==> config.mk <==
export PLATFORM = sky130hd
export DESIGN_NAME = rv_decode
export DESIGN_NICKNAME = d
export VERILOG_FILES = /design/src/source/rv_isa_pkg.sv /design/src/source/decode_ctrl_pkg.sv /design/src/source/imm_gen.sv /design/src/source/insn_decoder.sv /design/src/source/decode_stage_reg.sv /design/src/source/rv_decode.sv
export VERILOG_INCLUDE_DIRS = /design/src /design/src/include
export SDC_FILE = /design/constraint.sdc
export NUM_CORES = 1
export LEC_CHECK = 0
export ABC_AREA = 0
export BUFFER_PORTS_ARGS = -buffer_cell sky130_fd_sc_hd__buf_4
export CORE_MARGIN = 2
export CORE_UTILIZATION = 30
export DETAILED_ROUTE_END_ITERATION = 8
export PLACE_DENSITY = 0.53
export SLEW_MARGIN = 40
export SYNTH_ARGS = -nofsm -noshare
export SYNTH_HDL_FRONTEND = slang
export SYNTH_SLANG_ARGS = --single-unit
==> constraint.sdc <==
create_clock -name clk -period 1.4 [get_ports clk]
set_input_delay 0.14 -clock clk [delete_from_list [all_inputs] [get_ports clk]]
set_output_delay 0.14 -clock clk [all_outputs]
set_load 0.02 [all_outputs]
==> src/include/rv_decode_config.svh <==
`ifndef RV_DECODE_CONFIG_SVH
`define RV_DECODE_CONFIG_SVH

// Instruction word and base integer width
`define RV_INSN_W 32
`define RV_XLEN 32

// Register file has 32 entries
`define RV_REG_IDX_W 5

// Exception cause field and the synchronous causes raised in decode
`define RV_CAUSE_W 4
`define RV_CAUSE_ILLEGAL 2
`define RV_CAUSE_BREAK 3
`define RV_CAUSE_ECALL 11

`endif

==> src/source/rv_isa_pkg.sv <==
`default_nettype none

`include "rv_decode_config.svh"

package rv_isa_pkg;

    // Raw instruction word as fetched
    typedef logic [`RV_INSN_W-1:0] insn_t;

    // PC and data path word
    typedef logic [`RV_XLEN-1:0] xlen_t;

    typedef logic [`RV_REG_IDX_W-1:0] reg_idx_t;

    // Exception cause code without the interrupt bit
    typedef logic [`RV_CAUSE_W-1:0] cause_t;

    // RV32I major opcodes, bits [6:0] of the word
    typedef enum logic [6:0] {
        OPCODE_LOAD     = 7'b0000011,
        OPCODE_MISC_MEM = 7'b0001111,
        OPCODE_OP_IMM   = 7'b0010011,
        OPCODE_AUIPC    = 7'b0010111,
        OPCODE_STORE    = 7'b0100011,
        OPCODE_OP       = 7'b0110011,
        OPCODE_LUI      = 7'b0110111,
        OPCODE_BRANCH   = 7'b1100011,
        OPCODE_JALR     = 7'b1100111,
        OPCODE_JAL      = 7'b1101111,
        OPCODE_SYSTEM   = 7'b1110011
    } opcode_e;

endpackage

`default_nettype wire

==> src/source/decode_ctrl_pkg.sv <==
`default_nettype none

package decode_ctrl_pkg;

    // What the execute stage does with the instruction
    typedef enum logic [2:0] {
        OP_ALU,
        OP_MEM_LOAD,
        OP_MEM_STORE,
        OP_BRANCH,
        OP_JALR,
        OP_AUIPC,
        OP_FENCE_I,
        OP_NOP
    } op_type_e;

    // ALU function, shifts are refined by the shift flags
    typedef enum logic [2:0] {
        ALU_ADDSUB,
        ALU_SLT,
        ALU_SLTU,
        ALU_XOR,
        ALU_OR,
        ALU_AND,
        ALU_SHIFT
    } alu_op_e;

    // Branch condition, JUMP is taken unconditionally
    typedef enum logic [2:0] {
        CMP_EQ,
        CMP_NE,
        CMP_LT,
        CMP_GE,
        CMP_LTU,
        CMP_GEU,
        CMP_JUMP
    } cmp_op_e;

    // Access size as log2 of bytes, straight from funct3[1:0]
    typedef logic [1:0] mem_size_t;

    // Immediate layout selected by the decoder
    typedef enum logic [2:0] {
        IMM_I,
        IMM_S,
        IMM_B,
        IMM_U,
        IMM_J,
        IMM_NONE
    } imm_fmt_e;

endpackage

`default_nettype wire

==> src/source/imm_gen.sv <==
`timescale 1ns/1ps
`default_nettype none

module imm_gen
    import rv_isa_pkg::*;
    import decode_ctrl_pkg::*;
(
    input  wire insn_t    i_insn,
    input  wire imm_fmt_e i_imm_fmt,
    output xlen_t         o_imm
);

    // Bit 31 is the sign for every format
    logic  sign;
    xlen_t imm_i;
    xlen_t imm_s;
    xlen_t imm_b;
    xlen_t imm_u;
    xlen_t imm_j;

    assign sign = i_insn[31];

    assign imm_i = {{20{sign}}, i_insn[31:20]};
    assign imm_s = {{20{sign}}, i_insn[31:25], i_insn[11:7]};
    // Branch and jump offsets are in halfwords, low bit always zero
    assign imm_b = {{19{sign}}, sign, i_insn[7], i_insn[30:25], i_insn[11:8], 1'b0};
    assign imm_u = {i_insn[31:12], 12'b0};
    assign imm_j = {{11{sign}}, sign, i_insn[19:12], i_insn[20], i_insn[30:21], 1'b0};

    always_comb begin
        case (i_imm_fmt)
            IMM_I:   o_imm = imm_i;
            IMM_S:   o_imm = imm_s;
            IMM_B:   o_imm = imm_b;
            IMM_U:   o_imm = imm_u;
            IMM_J:   o_imm = imm_j;
            default: o_imm = '0;
        endcase
    end

endmodule

`default_nettype wire

==> src/source/insn_decoder.sv <==
`timescale 1ns/1ps
`default_nettype none

`include "rv_decode_config.svh"

module insn_decoder
    import rv_isa_pkg::*;
    import decode_ctrl_pkg::*;
(
    input  wire insn_t  i_insn,
    input  wire xlen_t  i_pc,
    input  wire logic   i_fetch_fault,
    input  wire cause_t i_fetch_cause,
    output op_type_e    o_op_type,
    output alu_op_e     o_alu_op,
    output logic        o_alu_sub,
    output logic        o_shift_left,
    output logic        o_shift_arith,
    output cmp_op_e     o_cmp_op,
    output mem_size_t   o_mem_size,
    output logic        o_mem_zeroext,
    output reg_idx_t    o_rs1,
    output reg_idx_t    o_rs2,
    output reg_idx_t    o_rd,
    output logic        o_use_imm,
    output imm_fmt_e    o_imm_fmt,
    output logic        o_exc_valid,
    output cause_t      o_exc_cause,
    output xlen_t       o_exc_tval
);

    opcode_e    opcode;
    logic [6:0] funct7;
    logic [2:0] funct3;
    logic       illegal;
    logic       is_ecall;
    logic       is_ebreak;

    assign opcode = opcode_e'(i_insn[6:0]);
    assign funct7 = i_insn[31:25];
    assign funct3 = i_insn[14:12];

    always_comb begin
        o_op_type     = OP_NOP;
        o_alu_op      = ALU_ADDSUB;
        o_alu_sub     = 1'b0;
        o_shift_left  = 1'b0;
        o_shift_arith = 1'b0;
        o_cmp_op      = CMP_EQ;
        o_mem_size    = funct3[1:0];
        o_mem_zeroext = 1'b0;
        o_rs1         = '0;
        o_rs2         = '0;
        o_rd          = '0;
        o_use_imm     = 1'b0;
        o_imm_fmt     = IMM_NONE;
        illegal       = 1'b0;
        is_ecall      = 1'b0;
        is_ebreak     = 1'b0;

        case (opcode)
            OPCODE_LOAD: begin
                o_op_type     = OP_MEM_LOAD;
                o_rs1         = i_insn[19:15];
                o_rd          = i_insn[11:7];
                o_mem_zeroext = funct3[2];
                o_use_imm     = 1'b1;
                o_imm_fmt     = IMM_I;
                // No doubleword on RV32, and LWU does not exist
                illegal = (funct3[1:0] == 2'b11) || (funct3 == 3'b110);
            end
            OPCODE_MISC_MEM: begin
                // FENCE is a NOP on this in-order core
                if (funct3 == 3'b001) begin
                    o_op_type = OP_FENCE_I;
                end else if (funct3 != 3'b000) begin
                    illegal = 1'b1;
                end
            end
            OPCODE_OP_IMM: begin
                o_op_type = OP_ALU;
                o_rs1     = i_insn[19:15];
                o_rd      = i_insn[11:7];
                o_use_imm = 1'b1;
                o_imm_fmt = IMM_I;
                case (funct3)
                    3'b000: o_alu_op = ALU_ADDSUB;
                    3'b010: begin
                        o_alu_op  = ALU_SLT;
                        o_alu_sub = 1'b1;
                    end
                    3'b011: begin
                        o_alu_op  = ALU_SLTU;
                        o_alu_sub = 1'b1;
                    end
                    3'b100: o_alu_op = ALU_XOR;
                    3'b110: o_alu_op = ALU_OR;
                    3'b111: o_alu_op = ALU_AND;
                    3'b001: begin
                        o_alu_op     = ALU_SHIFT;
                        o_shift_left = 1'b1;
                        // shamt[5] is funct7 bit 0 and must be clear on RV32
                        illegal = (funct7 != 7'b0000000);
                    end
                    default: begin
                        o_alu_op      = ALU_SHIFT;
                        o_shift_arith = funct7[5];
                        illegal = (funct7 != 7'b0000000) && (funct7 != 7'b0100000);
                    end
                endcase
            end
            OPCODE_AUIPC: begin
                o_op_type = OP_AUIPC;
                o_rd      = i_insn[11:7];
                o_use_imm = 1'b1;
                o_imm_fmt = IMM_U;
            end
            OPCODE_STORE: begin
                o_op_type = OP_MEM_STORE;
                o_rs1     = i_insn[19:15];
                o_rs2     = i_insn[24:20];
                o_use_imm = 1'b1;
                o_imm_fmt = IMM_S;
                illegal   = funct3[2] || (funct3[1:0] == 2'b11);
            end
            OPCODE_OP: begin
                o_op_type = OP_ALU;
                o_rs1     = i_insn[19:15];
                o_rs2     = i_insn[24:20];
                o_rd      = i_insn[11:7];
                case ({funct7, funct3})
                    {7'b0000000, 3'b000}: o_alu_op = ALU_ADDSUB;
                    {7'b0100000, 3'b000}: begin
                        o_alu_op  = ALU_ADDSUB;
                        o_alu_sub = 1'b1;
                    end
                    {7'b0000000, 3'b010}: begin
                        o_alu_op  = ALU_SLT;
                        o_alu_sub = 1'b1;
                    end
                    {7'b0000000, 3'b011}: begin
                        o_alu_op  = ALU_SLTU;
                        o_alu_sub = 1'b1;
                    end
                    {7'b0000000, 3'b100}: o_alu_op = ALU_XOR;
                    {7'b0000000, 3'b110}: o_alu_op = ALU_OR;
                    {7'b0000000, 3'b111}: o_alu_op = ALU_AND;
                    {7'b0000000, 3'b001}: begin
                        o_alu_op     = ALU_SHIFT;
                        o_shift_left = 1'b1;
                    end
                    {7'b0000000, 3'b101}: o_alu_op = ALU_SHIFT;
                    {7'b0100000, 3'b101}: begin
                        o_alu_op      = ALU_SHIFT;
                        o_shift_arith = 1'b1;
                    end
                    default: illegal = 1'b1;
                endcase
            end
            OPCODE_LUI: begin
                // Executed as x0 + imm
                o_op_type = OP_ALU;
                o_rd      = i_insn[11:7];
                o_use_imm = 1'b1;
                o_imm_fmt = IMM_U;
            end
            OPCODE_BRANCH: begin
                o_op_type = OP_BRANCH;
                o_rs1     = i_insn[19:15];
                o_rs2     = i_insn[24:20];
                o_alu_sub = 1'b1;
                o_imm_fmt = IMM_B;
                case (funct3)
                    3'b000:  o_cmp_op = CMP_EQ;
                    3'b001:  o_cmp_op = CMP_NE;
                    3'b100:  o_cmp_op = CMP_LT;
                    3'b101:  o_cmp_op = CMP_GE;
                    3'b110:  o_cmp_op = CMP_LTU;
                    3'b111:  o_cmp_op = CMP_GEU;
                    default: illegal = 1'b1;
                endcase
            end
            OPCODE_JALR: begin
                o_op_type = OP_JALR;
                o_rs1     = i_insn[19:15];
                o_rd      = i_insn[11:7];
                o_use_imm = 1'b1;
                o_imm_fmt = IMM_I;
                illegal   = (funct3 != 3'b000);
            end
            OPCODE_JAL: begin
                o_op_type = OP_BRANCH;
                o_rd      = i_insn[11:7];
                o_cmp_op  = CMP_JUMP;
                o_imm_fmt = IMM_J;
            end
            OPCODE_SYSTEM: begin
                // Only the two exact environment call words are accepted
                if (i_insn[19:7] != '0) begin
                    illegal = 1'b1;
                end else if (i_insn[31:20] == 12'h000) begin
                    is_ecall = 1'b1;
                end else if (i_insn[31:20] == 12'h001) begin
                    is_ebreak = 1'b1;
                end else begin
                    illegal = 1'b1;
                end
            end
            default: illegal = 1'b1;
        endcase
    end

    // Fetch fault has priority, the word itself may be garbage
    always_comb begin
        o_exc_valid = illegal || is_ecall || is_ebreak;
        o_exc_cause = cause_t'(`RV_CAUSE_ILLEGAL);
        o_exc_tval  = i_insn;
        if (is_ecall) begin
            o_exc_cause = cause_t'(`RV_CAUSE_ECALL);
            o_exc_tval  = '0;
        end else if (is_ebreak) begin
            o_exc_cause = cause_t'(`RV_CAUSE_BREAK);
            o_exc_tval  = '0;
        end
        if (i_fetch_fault) begin
            o_exc_valid = 1'b1;
            o_exc_cause = i_fetch_cause;
            o_exc_tval  = i_pc;
        end
    end

endmodule

`default_nettype wire

==> src/source/decode_stage_reg.sv <==
`timescale 1ns/1ps
`default_nettype none

module decode_stage_reg #(
    parameter int DATA_W = 8
) (
    input  wire logic              clk,
    input  wire logic              resetn,
    input  wire logic              i_valid,
    output logic                   o_ready,
    input  wire logic [DATA_W-1:0] i_data,
    output logic                   o_valid,
    input  wire logic              i_ready,
    output logic [DATA_W-1:0]      o_data
);

    logic accept;

    // Upstream may push whenever downstream can drain, even into an empty slot.
    // The slot is never left holding an item that cannot leave.
    assign o_ready = i_ready;
    assign accept  = i_valid && o_ready;

    always_ff @(posedge clk or negedge resetn) begin
        if (!resetn) begin
            o_valid <= 1'b0;
        end else if (accept) begin
            o_valid <= 1'b1;
        end else if (o_valid && i_ready) begin
            // Item left and nothing replaced it
            o_valid <= 1'b0;
        end
    end

    always_ff @(posedge clk) begin
        if (accept) begin
            o_data <= i_data;
        end
    end

    // Valid must be a clean level once out of reset
    a_valid_known: assert property (
        @(posedge clk) disable iff (!resetn)
        !$isunknown(o_valid)
    );

    // A stalled item stays put until downstream takes it
    a_hold_on_stall: assert property (
        @(posedge clk) disable iff (!resetn)
        (o_valid && !i_ready) |=> (o_valid && $stable(o_data))
    );

endmodule

`default_nettype wire

==> src/source/rv_decode.sv <==
`timescale 1ns/1ps
`default_nettype none

module rv_decode
    import rv_isa_pkg::*;
    import decode_ctrl_pkg::*;
(
    input  wire logic   clk,
    input  wire logic   resetn,
    input  wire logic   i_valid,
    input  wire insn_t  i_insn,
    input  wire xlen_t  i_pc,
    input  wire logic   i_fetch_fault,
    input  wire cause_t i_fetch_cause,
    input  wire logic   i_ready_out,
    output logic        o_ready,
    output logic        o_valid,
    output op_type_e    o_op_type,
    output alu_op_e     o_alu_op,
    output logic        o_alu_sub,
    output logic        o_shift_left,
    output logic        o_shift_arith,
    output cmp_op_e     o_cmp_op,
    output mem_size_t   o_mem_size,
    output logic        o_mem_zeroext,
    output reg_idx_t    o_rs1,
    output reg_idx_t    o_rs2,
    output reg_idx_t    o_rd,
    output logic        o_use_imm,
    output xlen_t       o_imm,
    output xlen_t       o_pc,
    output logic        o_exc_valid,
    output cause_t      o_exc_cause,
    output xlen_t       o_exc_tval
);

    localparam int DEC_W = 3 * $bits(op_type_e) + 6 + $bits(mem_size_t)
                         + 3 * $bits(reg_idx_t) + 3 * $bits(xlen_t) + $bits(cause_t);

    op_type_e   dec_op_type;
    alu_op_e    dec_alu_op;
    logic       dec_alu_sub;
    logic       dec_shift_left;
    logic       dec_shift_arith;
    cmp_op_e    dec_cmp_op;
    mem_size_t  dec_mem_size;
    logic       dec_mem_zeroext;
    reg_idx_t   dec_rs1;
    reg_idx_t   dec_rs2;
    reg_idx_t   dec_rd;
    logic       dec_use_imm;
    imm_fmt_e   dec_imm_fmt;
    xlen_t      dec_imm;
    logic       dec_exc_valid;
    cause_t     dec_exc_cause;
    xlen_t      dec_exc_tval;
    logic [DEC_W-1:0] stage_d;
    logic [DEC_W-1:0] stage_q;
    logic [2:0] q_op_type;
    logic [2:0] q_alu_op;
    logic [2:0] q_cmp_op;

    insn_decoder u_decoder (
        .i_insn        (i_insn),
        .i_pc          (i_pc),
        .i_fetch_fault (i_fetch_fault),
        .i_fetch_cause (i_fetch_cause),
        .o_op_type     (dec_op_type),
        .o_alu_op      (dec_alu_op),
        .o_alu_sub     (dec_alu_sub),
        .o_shift_left  (dec_shift_left),
        .o_shift_arith (dec_shift_arith),
        .o_cmp_op      (dec_cmp_op),
        .o_mem_size    (dec_mem_size),
        .o_mem_zeroext (dec_mem_zeroext),
        .o_rs1         (dec_rs1),
        .o_rs2         (dec_rs2),
        .o_rd          (dec_rd),
        .o_use_imm     (dec_use_imm),
        .o_imm_fmt     (dec_imm_fmt),
        .o_exc_valid   (dec_exc_valid),
        .o_exc_cause   (dec_exc_cause),
        .o_exc_tval    (dec_exc_tval)
    );

    imm_gen u_imm_gen (
        .i_insn    (i_insn),
        .i_imm_fmt (dec_imm_fmt),
        .o_imm     (dec_imm)
    );

    // Field order here and in the unpacking below must match
    assign stage_d = {dec_op_type, dec_alu_op, dec_alu_sub, dec_shift_left, dec_shift_arith,
                      dec_cmp_op, dec_mem_size, dec_mem_zeroext, dec_rs1, dec_rs2, dec_rd,
                      dec_use_imm, dec_imm, i_pc, dec_exc_valid, dec_exc_cause,
                      dec_exc_tval};

    decode_stage_reg #(
        .DATA_W (DEC_W)
    ) u_stage (
        .clk     (clk),
        .resetn  (resetn),
        .i_valid (i_valid),
        .o_ready (o_ready),
        .i_data  (stage_d),
        .o_valid (o_valid),
        .i_ready (i_ready_out),
        .o_data  (stage_q)
    );

    assign {q_op_type, q_alu_op, o_alu_sub, o_shift_left, o_shift_arith,
            q_cmp_op, o_mem_size, o_mem_zeroext, o_rs1, o_rs2, o_rd,
            o_use_imm, o_imm, o_pc, o_exc_valid, o_exc_cause, o_exc_tval} = stage_q;

    assign o_op_type = op_type_e'(q_op_type);
    assign o_alu_op  = alu_op_e'(q_alu_op);
    assign o_cmp_op  = cmp_op_e'(q_cmp_op);

endmodule

`default_nettype wire

; ---- After elaboration in Yosys (flattened, before gate mapping)
; Cells that the tools add are included.
[op_classes]
mux = 43
n_eq_ne = 34
reduce_logical = 31
[ops]
columns = operator, n
row1 = $pmux W32 S5, 1
row2 = $mux W32, 3
row3 = $eq A10 B3 Y1 const B, 4
row4 = $pmux W3 S6, 2
row5 = $pmux W3 S5, 2
row6 = $eq A7 B7 Y1 const B, 4
row7 = $mux W1, 25
row8 = $reduce_or A6 Y1, 4
row9 = $eq A7 B6 Y1 const B, 3
row10 = $pmux W3 S7, 1
row11 = $eq A10 B2 Y1 const B, 2
row12 = $eq A10 B9 Y1 const B, 2
row13 = $reduce_or A3 Y1, 6
row14 = $eq A3 B3 Y1 const B, 5
row15 = $eq A7 B5 Y1 const B, 2
row16 = $reduce_or A7 Y1, 2
row17 = $reduce_bool A13 Y1, 1
row18 = $eq A12 B1 Y1 const B, 1
row19 = $eq A3 B2 Y1 const B, 4
row20 = $logic_not A12 Y1, 1
row21 = $pmux W3 S2, 2
row22 = $eq A10 B1 Y1 const B, 1
row23 = $logic_not A10 Y1, 1
row24 = $reduce_or A10 Y1, 1
row25 = 16 further kinds, 28
[word_totals]
regBits = 133
wordCells = 115
output_inout_bits = 134

; ---- Longest topological paths before layout
[logic_depth]
word_depth = 8
ltp_mapped = 7

; ---- By module
; From an unflattened synthesis, not the netlist that was laid out.
[hier_totals]
hier_cells = 430
area_unflattened_um2 = 5805.6
[by_module_without_submodules]
columns = mod, seq_area_each_um2, cells_per_inst, area_per_inst_um2, n_inst
row1 = decode_stage_reg, 3988.8, 136, 4018.9, 1
row2 = insn_decoder, 0.0, 200, 1246.2, 1
row3 = imm_gen, 0.0, 94, 540.5, 1

; ---- Worst setup path after synthesis
; OpenSTA, ideal clock, no wires.
[synth_timing]
path_type = input to register
startpoint = input i_ready_out
endpoint = register u_stage.o_data[0] (enable)
slack_ns = -2.268
path_stages = 1
t_arrival_ns = 3.162
cell_sequence = and2_1
[synth_via]
elab_chain_len = 1
[synth_rtl]
columns = element, line_no
row1 = from (decl), rv_decode.sv:15  ; input wire logic i_ready_out,
row2 = $logic_and A1 B1 Y1, decode_stage_reg.sv:22  ; assign accept = i_valid && o_ready;
row3 = to (signal assigned), decode_stage_reg.sv:37  ; o_data <= i_data;
row4 = to (decl), decode_stage_reg.sv:14  ; output logic [DATA_W-1:0] o_data
; Every way passes these cells.
; A chain may end at the register's enable or synchronous reset.

; ---- Final worst setup path
[layout_timing]
startpoint = input i_insn[6]
endpoint = register u_stage.o_data[36], data pin
[layout_via]
elab_chain_len = 5
[layout_rtl]
columns = element, line_no
row1 = from (decl), rv_decode.sv:11  ; input wire insn_t i_insn,
row2 = "$eq A7 B5 Y1, or another cell as far along", insn_decoder.sv:61  ; case (opcode)
row3 = $reduce_or A3 Y1 (no source line), n/a
row4 = $pmux W1 S9, insn_decoder.sv:61
row5 = $logic_or A1 B1 Y1, insn_decoder.sv:215  ; o_exc_valid = illegal || is_ecall || is_ebreak;
row6 = $logic_or A1 B1 Y1 (*), insn_decoder.sv:215
; Every way passes the cells marked *; elsewhere a longest branch is shown, timed or not.

==> results.cfg <==
[power]
powerDensity_nw_per_um2 = 1180
p_leak_uw = 0.00377
ir_drop_v = 0.000862

[routing]
via_per_inst = 4.62
drc_errors = 0
postRouteAntennaNets = 0
firstDrtPassIters = 4
wl_um = 17200
drtIter0Drc = 286
vias = 4532
wire_per_inst_um = 17.6

[finish]
nNetsFinal = 806
antennaDiodeCount = 0
drive_above_1_share_pct = 49.6
mostFrequentLayoutCells = buf_4, edfxtp_1, nand2_1, dlygate4sd3_1, nor2_1
area_growth_pct = 63.1
postLayoutCellArea_um2 = 9190
layout.cells.most_common = buf_4

[clocking]
numCtsBuffers = 17
clock-sinks = 133
cts.htree.levels = 4
clock_latency_ps = 410
cts_root_buf = clkbuf_16
cts_tree = yes
clk_path_buf_depth = 2
clkTransAtPathRegs_ps = 60

[setup_path]
critPathTopFamily = simple AND/OR/NAND/NOR gates
r2r_slack_ps = 90
critPathSlowestCell = or4_1
start_kind = primary input
regToRegStartpoint = u_stage.o_valid
critPathKind = primary input to register
worst_r2r_path_depth = 2
cp.buffers_inverters = 1
required_ps = 1550
cp-end-kind = register
critical_path_peak_fanout = 3
crit_path_cell_trace = buf_4, nand2b_4, or3b_1, a21oi_2, nor2_1, or4_1
slowest_delay_ps = 480
arrival_ps = 1490
crit_path_start = i_insn[6]
r2r_end = u_stage.o_valid

[hold_path]
hold_end = u_stage.o_data[32]
min_from = i_fetch_cause[0]
worst_hold_path.num_cells = 2
hp-class = primary input to register

[synth]
ys_warn_count = 0
synthesis.nets = 472
synth_top_area_share_pct = 70.4
ys_seq_area_share_pct = 70.8
yosys_most_used_dff = edfxtp_1
synth-edff-count = 132
yosys-top-cells-area = edfxtp_1, mux2_2, and2_1, nand2_1, a21o_1
yosysUniqueCellTypes = 56
synth_cells = 399
synth_seq_cells = 133
syn_area_um2 = 5630
yosysTopAreaCell = edfxtp_1
async_flop_share_pct = 0.752
synth_area_per_cell_um2 = 14.1

[sta]
tightest_slew_ps = 485
slew_headroom_pct = 67.6
skew_ps = 0
maxSlewViolCount = 0
worst_slack_ps = 54.9
setup_viol = 0
hold-worst-slack_ps = 23.7
period_needed_ps = 1350
min_period_over_period_pct = 96.1
rsz0062_at_grt = yes
hold_viol_final = 0
fmax_ghz = 0.743

[global_route]
grt_overflow = 0
grt_pass1_wl_um = 26000
grt_max_degree = 57
grtUsageTotal_pct = 17.3
antenna_found_initial = 0
first_global_vias = 4592

[placed_design]
post_dp_cell_area_um2 = 8160
place_ws_ps = -479
portBuffers = 206
dp_hpwl_um = 12700
gp_congestion = 0.888

[floorplanning]
coreArea_um2 = 18600
dieArea_um2 = 19900
die_y_um = 141
io_pins = 207
rows = 50
start_util_pct = 30.3
fp.dieW_um = 141

[run]
maxCapViolations = 0

[run_status]
status = completed
==> metrics by stage <==
step                setup TNS [ps]  instances  power (uW)  utilization, %
floorplan                   -16250        399        5480               -
global placement            -12830        910        6350            43.9
detailed placement          -13270        910        6360            43.9
CTS                              0        979       11000            49.2
global route                 -30.8        980       11300            49.5
finish                           0        980       10900            49.5
==> report_power, final <==
part,switching [uW],total [uW],internal (uW)
registers,75.5,4730,4660
clock network,1680,4530,2850
logic,855,1630,774
==> registers in the layout, summed over array words and instances, names as in the netlist <==
signal / flops
u_stage.o_valid: 1
u_stage.o_data: 132
==> final cells by class <==
| type | count | area (um^2) |
|---|---|---|
| inverters | 7 | 26.3 |
| well taps | 234 | 293 |
| repair buffers | 337 | 2690 |
| multi-input cells | 237 | 1590 |
| flip-flops and latches | 133 | 3990 |
| clock buffers | 20 | 447 |
| clock inverters | 12 | 156 |
| fillers | 1648 | 9390 |
==> how the worst max path moves through the flow <==
stage,to,slack [ps],cells past startpoint
floorplan,u_stage.o_data[36],-130,5
global placement,u_stage.o_data[20],-480,7
detailed placement,u_stage.o_data[20],-480,7
CTS,u_stage.o_data[36],30,7
global route,u_stage.o_data[36],-30,7
finish,u_stage.o_data[36],50,6
==> Yosys cell counts, types with 3 or more instances <==
master	instances
a22oi_1	5
nor2_1	25
a21o_1	13
nor4_1	7
nand2_1	40
a21oi_1	10
and2_1	24
edfxtp_1	132
a211oi_1	4
buf_2	4
inv_1	7
o211ai_1	3
nor2b_1	3
mux2_2	21
o21ai_0	15
o21a_1	3
nor3_1	7
nand3_1	8
clkbuf_1	13
nand2b_1	8
==> layer usage <==
layer,vias up,routed length [um],global-route usage [%]
met5,-,0,0
met1,2162,7820,23.1
li1,2177,-,-
met2,175,8080,27.3
met4,0,260,6.16
met3,18,1060,4.69
==> logic make-up (layout without fill, tap and decap cells) <==
group	count (synthesis)	count (layout)	synth area share, %
simple gates	140	140	13.2
xor+xnor	2	2	0.311
mux	23	23	4.58
compound gates	71	71	8.60
buf+inv	29	376	2.29
flops	133	133	70.8
fa+ha+maj	1	1	0.178
==> timing repair <==
action                     in CTS  in global routing
pin swaps                       0                  2
gates resized for setup         1                  7
hold buffers                   37                  0
setup endpoints to repair       8                  7
setup buffers                   0                  1
hold endpoints to repair       36                  0
Note: power is estimated with default switching activity, not from simulation.
